$ cat src/rtl/fgen_pkg.sv
package fgen_pkg;

	// one byte on the receive stream
	typedef logic [7:0] byte_t;

	// packet index and byte position widths
	localparam int PKT_IDX_W = 11;
	localparam int POS_W = 12;

	// framing bytes
	localparam byte_t PREAMBLE_BYTE = 8'h55;
	localparam byte_t SFD_BYTE = 8'hd5;

	// fixed phase lengths in bytes
	localparam int PREAMBLE_LEN = 4;
	localparam int HEADER_LEN = 4;
	localparam int TRAILER_LEN = 4;

	// packet class, taken from the packet index
	typedef enum logic [1:0] {
		KIND_SYNC  = 2'd0,
		KIND_CMD   = 2'd1,
		KIND_VIDEO = 2'd2
	} pkt_kind_t;

	// where a byte sits inside a packet
	typedef enum logic [2:0] {
		PH_IDLE = 3'd0,
		PH_PRE  = 3'd1,
		PH_HDR  = 3'd2,
		PH_DATA = 3'd3,
		PH_TRL  = 3'd4
	} phase_t;

	// one stream cycle as it moves down the pipeline
	typedef struct packed {
		// byte present on this cycle
		logic en;
		phase_t phase;
		pkt_kind_t kind;
		logic [PKT_IDX_W-1:0] pkt_idx;
		// byte offset within the current phase
		logic [POS_W-1:0] pos;
		// data byte is taken from the external RAM
		logic read;
	} slot_t;

endpackage
$ cat src/rtl/frame_generator.sv
module frame_generator #(
	parameter int RAM_ADDR_WIDTH = 10,
	parameter int PKT_IFG = 4,
	parameter int FRAME_IFG = 40,
	parameter int CMD_PKTS = 2,
	parameter int VIDEO_PKTS = 3,
	parameter int CMD_LEN = 16,
	parameter int VIDEO_LEN = 24,
	parameter int LINE_LEN = 20,
	parameter int FIX_OFFSET = 7,
	parameter fgen_pkg::byte_t FIX_VALUE = 8'h01
) (
	input logic clk,
	input logic c_done,
	output logic [RAM_ADDR_WIDTH-1:0] ram_ra,
	input fgen_pkg::byte_t ram_rd,
	output fgen_pkg::byte_t rxd,
	output logic rxen,
	output logic pac_stp,
	output logic ovp
);
	import fgen_pkg::*;

	// slot out of the FSM, then aligned with its byte
	slot_t seq_slot;
	slot_t fetch_slot;
	byte_t fetch_byte;

	// stage 1, packet framing and counters
	pkt_sequencer #(
		.PKT_IFG(PKT_IFG),
		.FRAME_IFG(FRAME_IFG),
		.CMD_PKTS(CMD_PKTS),
		.VIDEO_PKTS(VIDEO_PKTS),
		.CMD_LEN(CMD_LEN),
		.VIDEO_LEN(VIDEO_LEN),
		.LINE_LEN(LINE_LEN)
	) i_pkt_sequencer (
		.clk(clk),
		.c_done(c_done),
		.seq_slot(seq_slot)
	);

	// stage 2, RAM read and byte selection
	byte_fetch #(
		.RAM_ADDR_WIDTH(RAM_ADDR_WIDTH),
		.FIX_OFFSET(FIX_OFFSET),
		.FIX_VALUE(FIX_VALUE)
	) i_byte_fetch (
		.clk(clk),
		.c_done(c_done),
		.seq_slot(seq_slot),
		.ram_ra(ram_ra),
		.ram_rd(ram_rd),
		.fetch_slot(fetch_slot),
		.fetch_byte(fetch_byte)
	);

	// stage 3, checksum trailer and output registers
	csum_insert i_csum_insert (
		.clk(clk),
		.c_done(c_done),
		.fetch_slot(fetch_slot),
		.fetch_byte(fetch_byte),
		.rxd(rxd),
		.rxen(rxen),
		.pac_stp(pac_stp),
		.ovp(ovp)
	);

endmodule

$ cat src/rtl/csum_insert.sv
module csum_insert (
	input logic clk,
	input logic c_done,
	input fgen_pkg::slot_t fetch_slot,
	input fgen_pkg::byte_t fetch_byte,
	output fgen_pkg::byte_t rxd,
	output logic rxen,
	output logic pac_stp,
	output logic ovp
);
	import fgen_pkg::*;

	logic [15:0] sum;
	logic pkt_start;
	logic sum_en;
	byte_t out_byte;

	// first preamble byte of any packet
	assign pkt_start = fetch_slot.en && (fetch_slot.phase == PH_PRE) &&
		(fetch_slot.pos == '0);

	// header and data bytes count towards the checksum
	assign sum_en = fetch_slot.en &&
		((fetch_slot.phase == PH_HDR) || (fetch_slot.phase == PH_DATA));

	// modulo 65536 byte sum, cleared during the preamble
	always_ff @(posedge clk or negedge c_done) begin
		if (!c_done) begin
			sum <= '0;
		end else if (fetch_slot.phase == PH_PRE) begin
			sum <= '0;
		end else if (sum_en) begin
			sum <= sum + {8'h00, fetch_byte};
		end
	end

	// trailer carries the finished sum, low byte first
	// sum holds still through the trailer
	always_comb begin
		if (fetch_slot.phase == PH_TRL) begin
			if (fetch_slot.pos == POS_W'(0)) begin
				out_byte = sum[7:0];
			end else if (fetch_slot.pos == POS_W'(1)) begin
				out_byte = sum[15:8];
			end else begin
				out_byte = '0;
			end
		end else begin
			out_byte = fetch_byte;
		end
	end

	// output register stage
	always_ff @(posedge clk or negedge c_done) begin
		if (!c_done) begin
			rxd <= '0;
			rxen <= 1'b0;
			pac_stp <= 1'b0;
			ovp <= 1'b0;
		end else begin
			// idle cycles put zero on the bus
			rxd <= fetch_slot.en ? out_byte : '0;
			rxen <= fetch_slot.en;
			pac_stp <= pkt_start;
			// ovp flags the frame-sync packet only
			ovp <= pkt_start && (fetch_slot.pkt_idx == '0);
		end
	end

endmodule

$ cat src/rtl/byte_fetch.sv
module byte_fetch #(
	parameter int RAM_ADDR_WIDTH = 10,
	parameter int FIX_OFFSET = 7,
	parameter fgen_pkg::byte_t FIX_VALUE = 8'h01
) (
	input logic clk,
	input logic c_done,
	input fgen_pkg::slot_t seq_slot,
	output logic [RAM_ADDR_WIDTH-1:0] ram_ra,
	input fgen_pkg::byte_t ram_rd,
	output fgen_pkg::slot_t fetch_slot,
	output fgen_pkg::byte_t fetch_byte
);
	import fgen_pkg::*;

	logic frame_start;
	logic fix_hit;

	// first preamble byte of the frame-sync packet
	assign frame_start = seq_slot.en && (seq_slot.phase == PH_PRE) &&
		(seq_slot.pos == '0) && (seq_slot.kind == KIND_SYNC);

	// address restarts each frame and steps once per read byte
	// the RAM samples the old address on the same edge
	always_ff @(posedge clk or negedge c_done) begin
		if (!c_done) begin
			ram_ra <= '0;
		end else if (frame_start) begin
			ram_ra <= '0;
		end else if (seq_slot.read) begin
			ram_ra <= ram_ra + 1'b1;
		end
	end

	// slot delayed by one stage to meet the RAM read data
	always_ff @(posedge clk or negedge c_done) begin
		if (!c_done) begin
			fetch_slot <= '0;
		end else begin
			fetch_slot <= seq_slot;
		end
	end

	// panel-width high byte inside packet 1
	assign fix_hit = (fetch_slot.pkt_idx == PKT_IDX_W'(1)) &&
		(fetch_slot.pos == POS_W'(FIX_OFFSET));

	always_comb begin
		fetch_byte = '0;
		case (fetch_slot.phase)
			PH_PRE: begin
				// 0x55 run closed by the start delimiter
				if (fetch_slot.pos == POS_W'(PREAMBLE_LEN - 1)) begin
					fetch_byte = SFD_BYTE;
				end else begin
					fetch_byte = PREAMBLE_BYTE;
				end
			end
			PH_HDR: begin
				// packet index low byte, then its upper bits
				if (fetch_slot.pos == POS_W'(0)) begin
					fetch_byte = fetch_slot.pkt_idx[7:0];
				end else if (fetch_slot.pos == POS_W'(1)) begin
					fetch_byte = byte_t'(fetch_slot.pkt_idx[PKT_IDX_W-1:8]);
				end else begin
					fetch_byte = '0;
				end
			end
			PH_DATA: begin
				// fixed byte wins over the RAM byte it replaces
				if (fix_hit) begin
					fetch_byte = FIX_VALUE;
				end else if (fetch_slot.read) begin
					fetch_byte = ram_rd;
				end else begin
					// sync data and video padding
					fetch_byte = '0;
				end
			end
			// trailer is filled in by the checksum stage
			default: fetch_byte = '0;
		endcase
	end

endmodule

$ cat src/rtl/pkt_sequencer.sv
module pkt_sequencer #(
	parameter int PKT_IFG = 4,
	parameter int FRAME_IFG = 40,
	parameter int CMD_PKTS = 2,
	parameter int VIDEO_PKTS = 3,
	parameter int CMD_LEN = 16,
	parameter int VIDEO_LEN = 24,
	parameter int LINE_LEN = 20
) (
	input logic clk,
	input logic c_done,
	output fgen_pkg::slot_t seq_slot
);
	import fgen_pkg::*;

	// index of the last video packet, the index wraps after it
	localparam int LAST_PKT = CMD_PKTS + VIDEO_PKTS;
	localparam int GAP_MAX = (FRAME_IFG > PKT_IFG) ? FRAME_IFG : PKT_IFG;
	localparam int IDLE_W = $clog2(GAP_MAX + 1);

	phase_t state;
	phase_t state_next;
	logic [IDLE_W-1:0] idle_cnt;
	logic [IDLE_W-1:0] gap_len;
	logic gap_done;
	logic [POS_W-1:0] pos;
	logic [POS_W-1:0] data_len;
	logic last_byte;
	logic [PKT_IDX_W-1:0] pkt_idx;
	pkt_kind_t kind;
	slot_t slot_next;

	// packet 0 syncs the frame, then commands, then video lines
	always_comb begin
		if (pkt_idx == '0) begin
			kind = KIND_SYNC;
		end else if (pkt_idx <= PKT_IDX_W'(CMD_PKTS)) begin
			kind = KIND_CMD;
		end else begin
			kind = KIND_VIDEO;
		end
	end

	// sync packets carry as many bytes as a command packet
	assign data_len = (kind == KIND_VIDEO) ? POS_W'(VIDEO_LEN) : POS_W'(CMD_LEN);

	// long gap only in front of the frame-sync packet
	assign gap_len = (pkt_idx == '0) ? IDLE_W'(FRAME_IFG) : IDLE_W'(PKT_IFG);
	assign gap_done = (idle_cnt == gap_len - 1'b1);

	// last byte of the current phase
	always_comb begin
		case (state)
			PH_PRE: last_byte = (pos == POS_W'(PREAMBLE_LEN - 1));
			PH_HDR: last_byte = (pos == POS_W'(HEADER_LEN - 1));
			PH_DATA: last_byte = (pos == data_len - 1'b1);
			PH_TRL: last_byte = (pos == POS_W'(TRAILER_LEN - 1));
			default: last_byte = 1'b0;
		endcase
	end

	// phase order is fixed, each phase ends on its last byte
	always_comb begin
		state_next = state;
		case (state)
			PH_IDLE: if (gap_done) state_next = PH_PRE;
			PH_PRE: if (last_byte) state_next = PH_HDR;
			PH_HDR: if (last_byte) state_next = PH_DATA;
			PH_DATA: if (last_byte) state_next = PH_TRL;
			PH_TRL: if (last_byte) state_next = PH_IDLE;
			default: state_next = PH_IDLE;
		endcase
	end

	always_ff @(posedge clk or negedge c_done) begin
		if (!c_done) begin
			state <= PH_IDLE;
			idle_cnt <= '0;
			pos <= '0;
			pkt_idx <= '0;
		end else begin
			state <= state_next;
			// idle counter runs only while waiting for the gap
			if (state == PH_IDLE && !gap_done) begin
				idle_cnt <= idle_cnt + 1'b1;
			end else begin
				idle_cnt <= '0;
			end
			// one position counter, restarted at every phase
			if (state != PH_IDLE && !last_byte) begin
				pos <= pos + 1'b1;
			end else begin
				pos <= '0;
			end
			// next packet after the last trailer byte
			if (state == PH_TRL && last_byte) begin
				if (pkt_idx == PKT_IDX_W'(LAST_PKT)) begin
					pkt_idx <= '0;
				end else begin
					pkt_idx <= pkt_idx + 1'b1;
				end
			end
		end
	end

	// describe the byte this state produces
	always_comb begin
		slot_next.en = (state != PH_IDLE);
		slot_next.phase = state;
		slot_next.kind = kind;
		slot_next.pkt_idx = pkt_idx;
		slot_next.pos = pos;
		// video bytes past the line are zero padding
		slot_next.read = (state == PH_DATA) && (kind != KIND_SYNC) &&
			((kind == KIND_CMD) || (pos < POS_W'(LINE_LEN)));
	end

	always_ff @(posedge clk or negedge c_done) begin
		if (!c_done) begin
			seq_slot <= '0;
		end else begin
			seq_slot <= slot_next;
		end
	end

endmodule

$ cat config.mk
export PLATFORM = sky130hd
export DESIGN_NAME = frame_generator
export DESIGN_NICKNAME = d
export VERILOG_FILES = /design/src/rtl/fgen_pkg.sv /design/src/rtl/frame_generator.sv /design/src/rtl/csum_insert.sv /design/src/rtl/byte_fetch.sv /design/src/rtl/pkt_sequencer.sv
export SDC_FILE = /design/constraint.sdc
export NUM_CORES = 1
export LEC_CHECK = 0
export BUFFER_PORTS_ARGS = -buffer_cell sky130_fd_sc_hd__buf_2
export CAP_MARGIN = 0
export CELL_PAD_IN_SITES_DETAIL_PLACEMENT = 0
export CELL_PAD_IN_SITES_GLOBAL_PLACEMENT = 1
export CORE_UTILIZATION = 35
export DETAILED_ROUTE_END_ITERATION = 8
export HOLD_SLACK_MARGIN = 0.03
export PLACE_DENSITY = 0.66
export SETUP_SLACK_MARGIN = 0.2
export SYNTH_ARGS = -nofsm -noshare
export SYNTH_HDL_FRONTEND = slang
export SYNTH_SLANG_ARGS = --single-unit
$ cat constraint.sdc
create_clock -name clk -period 5.6 [get_ports clk]
set_input_delay 1.4 -clock clk [delete_from_list [all_inputs] [get_ports clk]]
set_output_delay 1.4 -clock clk [all_outputs]
set_load 0.01 [all_outputs]
* Yosys cells after proc, flatten, opt, wreduce, memory -nomap -nowiden
Index checks and enable logic that the tools add are counted.
** Word-level totals
- Output and inout bits :: 21
- Input port bits :: 10
- Register bits after elaboration :: 127
- Word-level logic and storage cells :: 111
** Operators by class
- Order comparisons :: 2
- Eq/ne operators :: 24
- Add/sub/neg operators :: 7
- Muxes and demuxes :: 28
- Reduce and logical (&&, ||, !) cells :: 29
** Operator list (count)
- 2-to-1 mux 8 bit :: 8
- 2-to-1 mux 16 bit :: 2
- equality test 12 x 2 -> 1 bit (second input constant) :: 2
- zero test 12 bit :: 2
- case mux 8 bit (3 select lines) :: 1
- zero test 11 bit :: 2
- 2-to-1 mux 10 bit :: 2
- 2-to-1 mux 3 bit :: 6
- adder 16 x 8 -> 16 bit :: 1
- case mux 3 bit (5 select lines) :: 1
- logical AND 1 bit :: 13
- adder 12 x 1 -> 12 bit (second input constant) :: 1
- equality test 12 x 1 -> 1 bit (second input constant) :: 1
- equality test 12 bit :: 1
- equality test 12 x 3 -> 1 bit (second input constant) :: 1
- equality test 3 x 2 -> 1 bit (second input constant) :: 4
- less-than comparator 12 x 5 -> 1 bit (second input constant) :: 1
- 2-to-1 mux 12 bit :: 1
- 2-to-1 mux 6 bit :: 2
- subtractor 12 x 1 -> 12 bit (second input constant) :: 1
- adder 11 x 1 -> 11 bit (second input constant) :: 1
- equality test 11 x 1 -> 1 bit (second input constant) :: 1
- equality test 11 x 3 -> 1 bit (second input constant) :: 1
- less-or-equal comparator 11 x 2 -> 1 bit (second input constant) :: 1
- other kinds (21) :: 33

* Longest topological paths before layout
Gate-level depths: netlist (run 1).
- Depth in word-level cells :: 11
- Mapped depth :: 14

* Cells and area by module
A second synthesis (run 1) with hierarchy kept.
** Unflattened totals
- Cells, all modules :: 521
- Area, all modules :: 5784.3 µm²
** Modules (own cells, without submodules)
- pkt_sequencer :: cells each 229, area an instance 2588.7 µm², seq. area each 1551.5 µm², instances 1
- csum_insert :: cells each 168, area an instance 1616.6 µm², seq. area each 675.6 µm², instances 1
- byte_fetch :: cells each 124, area an instance 1579.0 µm², seq. area each 1001.0 µm², instances 1

* Least setup slack after synthesis (run 1)
Ideal clock, no wire load.
- Path type :: input to register
- Start :: in ram_rd[0]
- End :: reg i_csum_insert.sum[12]
- Setup slack :: 2.170 ns
- Stages on the path :: 13
- Arrival :: 3.305 ns
- Path buffers :: 0
- Cells stage by stage :: nand2_1 nand2_1 a21oi_1 o22ai_1 ha_1 inv_1 fa_1 inv_1 a21o_1 o221ai_2 a31oi_2 nor4b_1 a211o_2
** On the way
- Word-level cells in the longest chain between the ends :: 6
** Ends and longest elaborated chain
- start: declaration :: RTL line frame_generator.sv:16 : input fgen_pkg::byte_t ram_rd,
- 2-to-1 mux 8 bit :: RTL line byte_fetch.sv:73 : end else if (fetch_slot.read) begin
- 2-to-1 mux 8 bit :: RTL line byte_fetch.sv:71 : if (fix_hit) begin
- case mux 8 bit (3 select lines) :: RTL line byte_fetch.sv:50 : case (fetch_slot.phase)
- adder 16 x 8 -> 16 bit :: RTL line csum_insert.sv:33 : sum <= sum + {8'h00, fetch_byte};
- 2-to-1 mux 16 bit :: RTL line csum_insert.sv:32 : end else if (sum_en) begin
- 2-to-1 mux 16 bit :: RTL line csum_insert.sv:30 : end else if (fetch_slot.phase == PH_PRE) begin
- end signal: assignment :: RTL line csum_insert.sv:33
- end: declaration :: RTL line csum_insert.sv:13 : logic [15:0] sum;
Every way passes these cells. The select of a mux whose other input is x is not followed.
A chain may end at the register's enable or synchronous reset.

* Worst setup path in the final report (run 1)
- Start :: reg, netlist name i_byte_fetch.fetch_slot[6]
- End :: reg i_csum_insert.sum[11]
** On the way
- Word-level cells in the longest chain between the ends :: 7
- Elaborated cells on any way between the ends :: 13
- Classes of those cells :: 1 x add/sub; 3 x eq/ne; 7 x mux; 2 x reduce/logical
** Ends and longest elaborated chain (RTL line)
- equality test 12 x 1 -> 1 bit or equality test 12 x 3 -> 1 bit (tied branches) :: byte_fetch.sv:63, byte_fetch.sv:46
- 2-to-1 mux 3 bit or logical AND 1 bit (tied branches) :: byte_fetch.sv:63, byte_fetch.sv:45
- 2-to-1 mux 8 bit, on equally long branches :: byte_fetch.sv:61, byte_fetch.sv:71
- case mux 8 bit (3 select lines) * :: byte_fetch.sv:50
- adder 16 x 8 -> 16 bit * :: csum_insert.sv:33
- 2-to-1 mux 16 bit * :: csum_insert.sv:32
- 2-to-1 mux 16 bit * :: csum_insert.sv:30
Every way passes the cells marked *; elsewhere a longest branch is shown, timed or not. The select of a mux whose other input is x is not followed.

==> results_dict.tcl, run 1 <==
set metrics [dict create \
    status "complete, no violations" \
    ctsRootBufferMaster "sky130_fd_sc_hd__clkbuf_16" \
    post_synth_xor_area_fraction 0.0562 \
    critical_path.max_fanout 6 \
    most_common_library_cells_after_synthesis "sky130_fd_sc_hd__dfrtp_1 (127), sky130_fd_sc_hd__nor2_1 (59), sky130_fd_sc_hd__nand2_1 (43), sky130_fd_sc_hd__nand3_1 (30), sky130_fd_sc_hd__xor2_1 (22)" \
    clock_pin_transition_on_the_worst_setup_and_hold_timing_paths_ns 0.06 \
    cts_max_level 4 \
    clock_tree_from_tritoncts "yes" \
    drt_pass1_iterations 4 \
    report.final.hold_viol_count 0 \
    initial_core_utilization 0.361 \
    timing.setup.critical_path_class "reg2reg" \
    cp.arrival_ns 4.08 \
    yosysSeqAreaShare 0.551 \
    drt_iter0_markers 208 \
    finalWorstPathRequiredPeriod_ns 3.79 \
    hold_wc_path_type "reg2reg" \
    timing.max_cap.violations 0 \
    yosys.area.top_type_share 0.551 \
    dp.cells 752 \
    fin_ws_ns 1.81 \
    timing.critical_path.to_type "register" \
    power-per-cell-area_nw_per_um2 307 \
    met2WireLength_mm 6.21 \
    io_pins 31 \
    startpoint_type "register" \
    die_height_um 130 \
    residual_drc 0 \
    core_um2 16000 \
    drtAntennaViolNets 0 \
    place_hpwl_mm 8.46 \
    cts_buffer_depth 2 \
    vdd_drop_max_mv 0.205 \
    top_signal_layer_used "met4" \
    synth_top_flop_cell "sky130_fd_sc_hd__dfrtp_1" \
    cts_made_buffers 17 \
    global_route.usage.total 0.160 \
    synth_warnings 0 \
    routed_wirelength_mm 12.2 \
    synth-edff-count 0 \
    layout-drive-gt1-share 0.153 \
    synth_area_leader_cell "sky130_fd_sc_hd__dfrtp_1" \
    netlist-cell-type-count 68 \
    route.detailed.vias_per_inst 5.10 \
    placement.setup.worst_slack_ns 1.71 \
    yosys_register_bits 127 \
    grt_remaining_overflow 0 \
    synth.net_count 546 \
    grt_pass1_wl_mm 20.4 \
    post_layout_nonfiller_instances 783 \
    synth_top_family_by_area "simple AND/OR/NAND/NOR gates" \
    post_synth_and_or_nand_nor_area_fraction 0.203 \
    worst-endpoint-required_ns 5.89 \
    fp-row-count 46 \
    route.layer.met1.wl_mm 5.36 \
    max_slew_margin 0.331 \
    synth_fa_ha_area_frac 0.0369 \
    grt_setup_unrepaired "no" \
    mappedNetlistArea_um2 5770 \
    layout_worst_path_cycle_share 0.678 \
    actual_slew_at_the_worst_max_slew_pin_ns 0.995 \
    gp_congestion 0.794 \
    postCtsHoldBufs 0 \
    dr_total_vias 3997 \
    setup_viol 0 \
    syn-mean-instance-area_um2 11.1 \
    postCtsResizedCells 0 \
    tns_ns 0 \
    yosysMostFrequentCell "sky130_fd_sc_hd__dfrtp_1" \
    grt_antenna_before_repair 0 \
    met3_wirelength_um 317 \
    synth.area.mux_share 0.0245 \
    first_global_vias 4011 \
    timing.clock.skew_ns 0.00687 \
    worst_hold_slack_ns 0.340 \
    maximum_number_of_pins_on_one_net_before_global_route_repair 65 \
    synth.area.top_cells "sky130_fd_sc_hd__dfrtp_1 (55%), sky130_fd_sc_hd__nor2_1 (3.8%), sky130_fd_sc_hd__xor2_1 (3.3%)" \
    timing.final.max_slew_violations 0 \
    area_growth_pct 16.0 \
    clk-insertion-delay-late_ns 0.42 \
    io_buffers 30 \
    route.detailed.wl_per_inst_um 15.6 \
    async_flop_share 1.00 \
    tritoncts_num_sinks 127 \
    cts_setup_buffers 0 \
    die-area_um2 17000 \
    antennaDiodeCount 0 \
    leakagePower_nw 3.25 \
    chipWidth_um 130 \
    compound_gate_portion_of_the_synthesized_area 0.0974 \
    fin_nets 579 \
    synthesis.instances 522 \
    max_freq_mhz 264 \
]
-- area by class of cell --
cell class                 count  area, um^2
fill                        1574        9310
sequential                   127        3180
multi-input combinational    363        2420
clock buffer                  18         439
tap                          216         270
timing repair buffer          33         175
clock inverter                13         164
inverter                      13        48.8
-- cell families after synthesis --
logic type | Yosys count
and+or+nand+nor | 220
DFF | 127
AOI/OAI and AO/OA | 75
xor gates and xnor gates | 37
buffers and inverters | 32
adders and majority gates | 17
muxes | 14
-- flip-flops by register name (all words and copies together), names as in the netlist --
signal	cells
i_byte_fetch.ram_ra	10
i_pkt_sequencer.pos	12
i_pkt_sequencer.state	3
i_pkt_sequencer.idle_cnt	6
i_csum_insert.rxen	1
i_pkt_sequencer.pkt_idx	11
i_byte_fetch.fetch_slot	28
i_csum_insert.ovp	1
i_csum_insert.pac_stp	1
i_csum_insert.rxd	8
i_pkt_sequencer.seq_slot	30
i_csum_insert.sum	16
-- metrics by stage --
stage          cell area, um^2   util  power [W]
2_1_floorplan             5770      -   0.000935
3_3_place_gp              6090  0.381   0.000958
3_5_place_dp              6090  0.381   0.000958
4_1_cts                   6690  0.418    0.00208
5_1_grt                   6690  0.418    0.00213
6_report                  6690  0.418    0.00206
-- worst max-delay path, stage by stage (launching register included) --
cell and delay (ns):
sky130_fd_sc_hd__dfrtp_1 0.37, sky130_fd_sc_hd__nor4_1 0.46, sky130_fd_sc_hd__nand3_1 0.17, sky130_fd_sc_hd__nor3_1 0.29, sky130_fd_sc_hd__nand2_1 0.17, sky130_fd_sc_hd__o21ai_0 0.39
sky130_fd_sc_hd__ha_1 0.31, sky130_fd_sc_hd__a21o_1 0.18, sky130_fd_sc_hd__a21o_1 0.20, sky130_fd_sc_hd__maj3_1 0.45, sky130_fd_sc_hd__a2111oi_4 0.45, sky130_fd_sc_hd__or3_1 0.18
sky130_fd_sc_hd__a21oi_1 0.06
-- report_power, final --
| part | total (W) | switching, W | leakage, nW | internal, W |
|---|---|---|---|---|
| Clock | 0.00112 | 0.000406 | 0.280 | 0.000709 |
| Combinational | 0.0000221 | 0.0000187 | 1.25 | 0.00000335 |
| Sequential | 0.000918 | 0 | 1.72 | 0.000918 |
-- metal layers --
layer | global-route usage | vias up
li1 | - | 1930
met1 | 0.192 | 1981
met2 | 0.269 | 62
met3 | 0.0366 | 24
met4 | 0.0838 | 0
met5 | 0 | -
-- final timing paths --
check	start	to	slack, ns	depth (start not counted)
min in group asynchronous	c_done	i_csum_insert.rxd[7]	0.92	1
worst max-delay path	i_byte_fetch.fetch_slot[6]	i_csum_insert.sum[11]	1.81	12
worst min register to register	i_pkt_sequencer.seq_slot[17]	i_byte_fetch.fetch_slot[17]	0.34	0
worst max register to register	i_byte_fetch.fetch_slot[6]	i_csum_insert.sum[11]	1.81	12
worst min-delay path	i_pkt_sequencer.seq_slot[17]	i_byte_fetch.fetch_slot[17]	0.34	0
max in group asynchronous	c_done	i_byte_fetch.fetch_slot[8]	3.56	2
-- layout by cell type, fill, tap and decap left out, drive strengths merged, types with 11 or more instances in the layout --
cell,count
nand2,43
xnor2,15
nand4,15
nor2,59
o21ai,19
mux2i,13
and3,12
ha,13
clkbuf,18
dfrtp,127
xor2,22
nor4,11
buf,33
nand3,30
inv,14
Note: power is estimated with default switching activity, not from simulation.
==> inputs of run 2 (changes only) <==
Settings changed: PLACE_DENSITY 0.66 to 0.68.
Clock period 5.6 ns to 3.3 ns, I/O delays scaled along.
==> run 2 against run 1 <==
Against the previous run:
- the flow now finishes with violations (negative setup slack)
- via count grew 4.2%
- total power grew 67%
- largest cell class unchanged
- largest power group unchanged
- design area grew 6.6%
- count of clock-buffer cells in the layout is the same
- clock skew grew 0.0017 ns
- final cell count grew 5.2%
==> results_dict.tcl, run 2 (synthesis results as in run 1) <==
set metrics [dict create \
    layout-drive-gt1-share 0.248 \
    worst-endpoint-required_ns 3.58 \
    layout_worst_path_cycle_share 1.03 \
    io_buffers 30 \
    timing.critical_path.mode_cell "sky130_fd_sc_hd__a21o_1" \
    antennaDiodeCount 0 \
    postCtsHoldBufs 0 \
    r2r_setup_slack_ns -0.1 \
    gp_congestion 0.848 \
    cp-startpoint "i_byte_fetch.fetch_slot[16]" \
    fin_ws_ns -0.0958 \
    actual_slew_at_the_worst_max_slew_pin_ns 1.05 \
    largest-register "i_pkt_sequencer.seq_slot" \
    grt_antenna_before_repair 0 \
    leakagePower_nw 3.48 \
    chipWidth_um 130 \
    largest_registers "i_pkt_sequencer.seq_slot: 30 flops, i_byte_fetch.fetch_slot: 28 flops, i_csum_insert.sum: 16 flops" \
    residual_drc 0 \
    timing.setup.critical_path_class "reg2reg" \
    most_common_cell_after_layout_fill_and_taps_aside "sky130_fd_sc_hd__dfrtp_1" \
    cts_made_buffers 17 \
    dr_total_vias 4165 \
    route.detailed.vias_per_inst 5.05 \
    timing.critical_path.cells "or4_4, nor4_4, a21oi_4, nand2_1, o21ai_2, ha_1, a21o_1, a21o_1, maj3_2, a2111oi_4, buf_4, or3_1, a21oi_1" \
    drt_iter0_markers 254 \
    worstSetupEndpoint "i_csum_insert.sum[15]" \
    grt_remaining_overflow 0 \
    route.detailed.wl_per_inst_um 15.1 \
    top_signal_layer_used "met4" \
    timing.reg2reg.worst_path_depth 13 \
    timing.critical_path.to_type "register" \
    clock_pin_transition_on_the_worst_setup_and_hold_timing_paths_ns 0.06 \
    critical_path.max_fanout 6 \
    timing.max_cap.violations 0 \
    fin_total_pwr_w 0.00343 \
    vdd_drop_max_mv 0.343 \
    reg2reg_to "i_csum_insert.sum[15]" \
    first_global_vias 4193 \
    routed_wirelength_mm 12.5 \
    power-per-cell-area_nw_per_um2 481 \
    grt_pass1_wl_mm 20.8 \
    route.layer.met1.wl_mm 5.56 \
    worst_path_largest_cell_delay_ns 0.55 \
    finalWorstPathRequiredPeriod_ns 3.40 \
    cts_buffer_depth 2 \
    met2WireLength_mm 6.35 \
    hold_wc_path_type "reg2reg" \
    ctsRootBufferMaster "sky130_fd_sc_hd__clkbuf_16" \
    drtAntennaViolNets 0 \
    max_slew_margin 0.296 \
    clk-insertion-delay-late_ns 0.41 \
    fp-row-count 46 \
    die_height_um 130 \
    area_growth_pct 23.7 \
    cp.arrival_ns 3.68 \
    io_pins 31 \
    grt_setup_unrepaired "yes" \
    cts_max_level 4 \
    tns_ns -0.345 \
    timing.final.max_slew_violations 0 \
    drt_pass1_iterations 4 \
    startpoint_type "register" \
    failing_checks "negative setup slack" \
    fin_nets 619 \
    initial_core_utilization 0.361 \
    regToRegStartpoint "i_byte_fetch.fetch_slot[16]" \
    global_route.usage.total 0.160 \
    maximum_number_of_pins_on_one_net_before_global_route_repair 60 \
    timing.critical_path.slowest_stage_cell "sky130_fd_sc_hd__or4_4" \
    place_hpwl_mm 8.85 \
    max_freq_mhz 294 \
    met3_wirelength_um 345 \
    leading_cell_types_in_the_layout_fill_and_taps_excluded "sky130_fd_sc_hd__dfrtp_1 (127), sky130_fd_sc_hd__nor2_1 (59), sky130_fd_sc_hd__nand2_1 (43)" \
    timing.clock.skew_ns 0.00855 \
    core_um2 16000 \
    report.final.hold_viol_count 0 \
    status "complete, but fails checks" \
    die-area_um2 17000 \
    tritoncts_num_sinks 127 \
    setup_viol 6 \
    clock_tree_from_tritoncts "yes" \
    largest_reg_flops 30 \
]
[run 2: cell types whose count changed in the layout (fill, tap and decap cells not counted), sizes merged]
cell,change
buf,+40
bufinv,-1
clkinv,+2
clkinvlp,-3
inv,+3
[run 2: per-layer routing]
layer	up-vias	GRT usage
met5	-	0
met4	0	0.0615
met3	14	0.0399
met2	49	0.276
met1	2084	0.194
li1	2018	-
[run 2: worst min-delay path by stage]
stage                                            start                          end  slack [ns]  depth (start not counted)
after floorplan           i_pkt_sequencer.seq_slot[13]  i_byte_fetch.fetch_slot[13]        0.33                          0
after global placement    i_pkt_sequencer.seq_slot[20]  i_byte_fetch.fetch_slot[20]        0.33                          0
after detailed placement  i_pkt_sequencer.seq_slot[14]  i_byte_fetch.fetch_slot[14]        0.33                          0
after CTS                 i_pkt_sequencer.seq_slot[22]  i_byte_fetch.fetch_slot[22]        0.35                          0
after global routing      i_pkt_sequencer.seq_slot[22]  i_byte_fetch.fetch_slot[22]        0.35                          0
final                     i_pkt_sequencer.seq_slot[14]  i_byte_fetch.fetch_slot[14]        0.35                          0
[run 2: repair_timing]
action,in CTS,in global routing
setup endpoints to repair,12,18
pin swaps,24,14
resized for setup,18,11
buffers inserted,6,3
[run 2: power breakdown]
| part | internal (W) | total (W) | switching (W) |
|---|---|---|---|
| clock network | 0.00112 | 0.00183 | 0.000711 |
| registers | 0.00156 | 0.00156 | 0 |
| logic | 0.00000740 | 0.0000391 | 0.0000317 |
[run 2: cell type report]
cell class / count / area, um^2
Clock buffer: 18 / 429
Clock inverter: 14 / 158
Fill cell: 1548 / 8860
Inverter: 13 / 48.8
Multi-Input combinational cell: 363 / 2550
Sequential cell: 127 / 3180
Tap cell: 216 / 270
Timing Repair Buffer: 73 / 499
[run 2: worst max-delay path: cells and delay by family, from the launching register on]
family          cells  cell delay [ns]
buf+inv             1             0.20
fa+ha+maj           2             0.62
compound gates      6             0.95
flops               1             0.37
simple gates        4             1.11
[run 2: per-stage QoR]
step           worst slack [ns]  cells  hold WS (ns)   util  area (um^2)
3_3_place_gp            -0.0275    783         0.334  0.398         6370
3_5_place_dp            -0.0894    783         0.335  0.398         6370
2_1_floorplan             0.130    522         0.331      -         5800
5_1_grt                  -0.205    824         0.351  0.446         7140
6_report                -0.0958    824         0.346  0.446         7140
4_1_cts                 -0.0491    821         0.348  0.442         7060
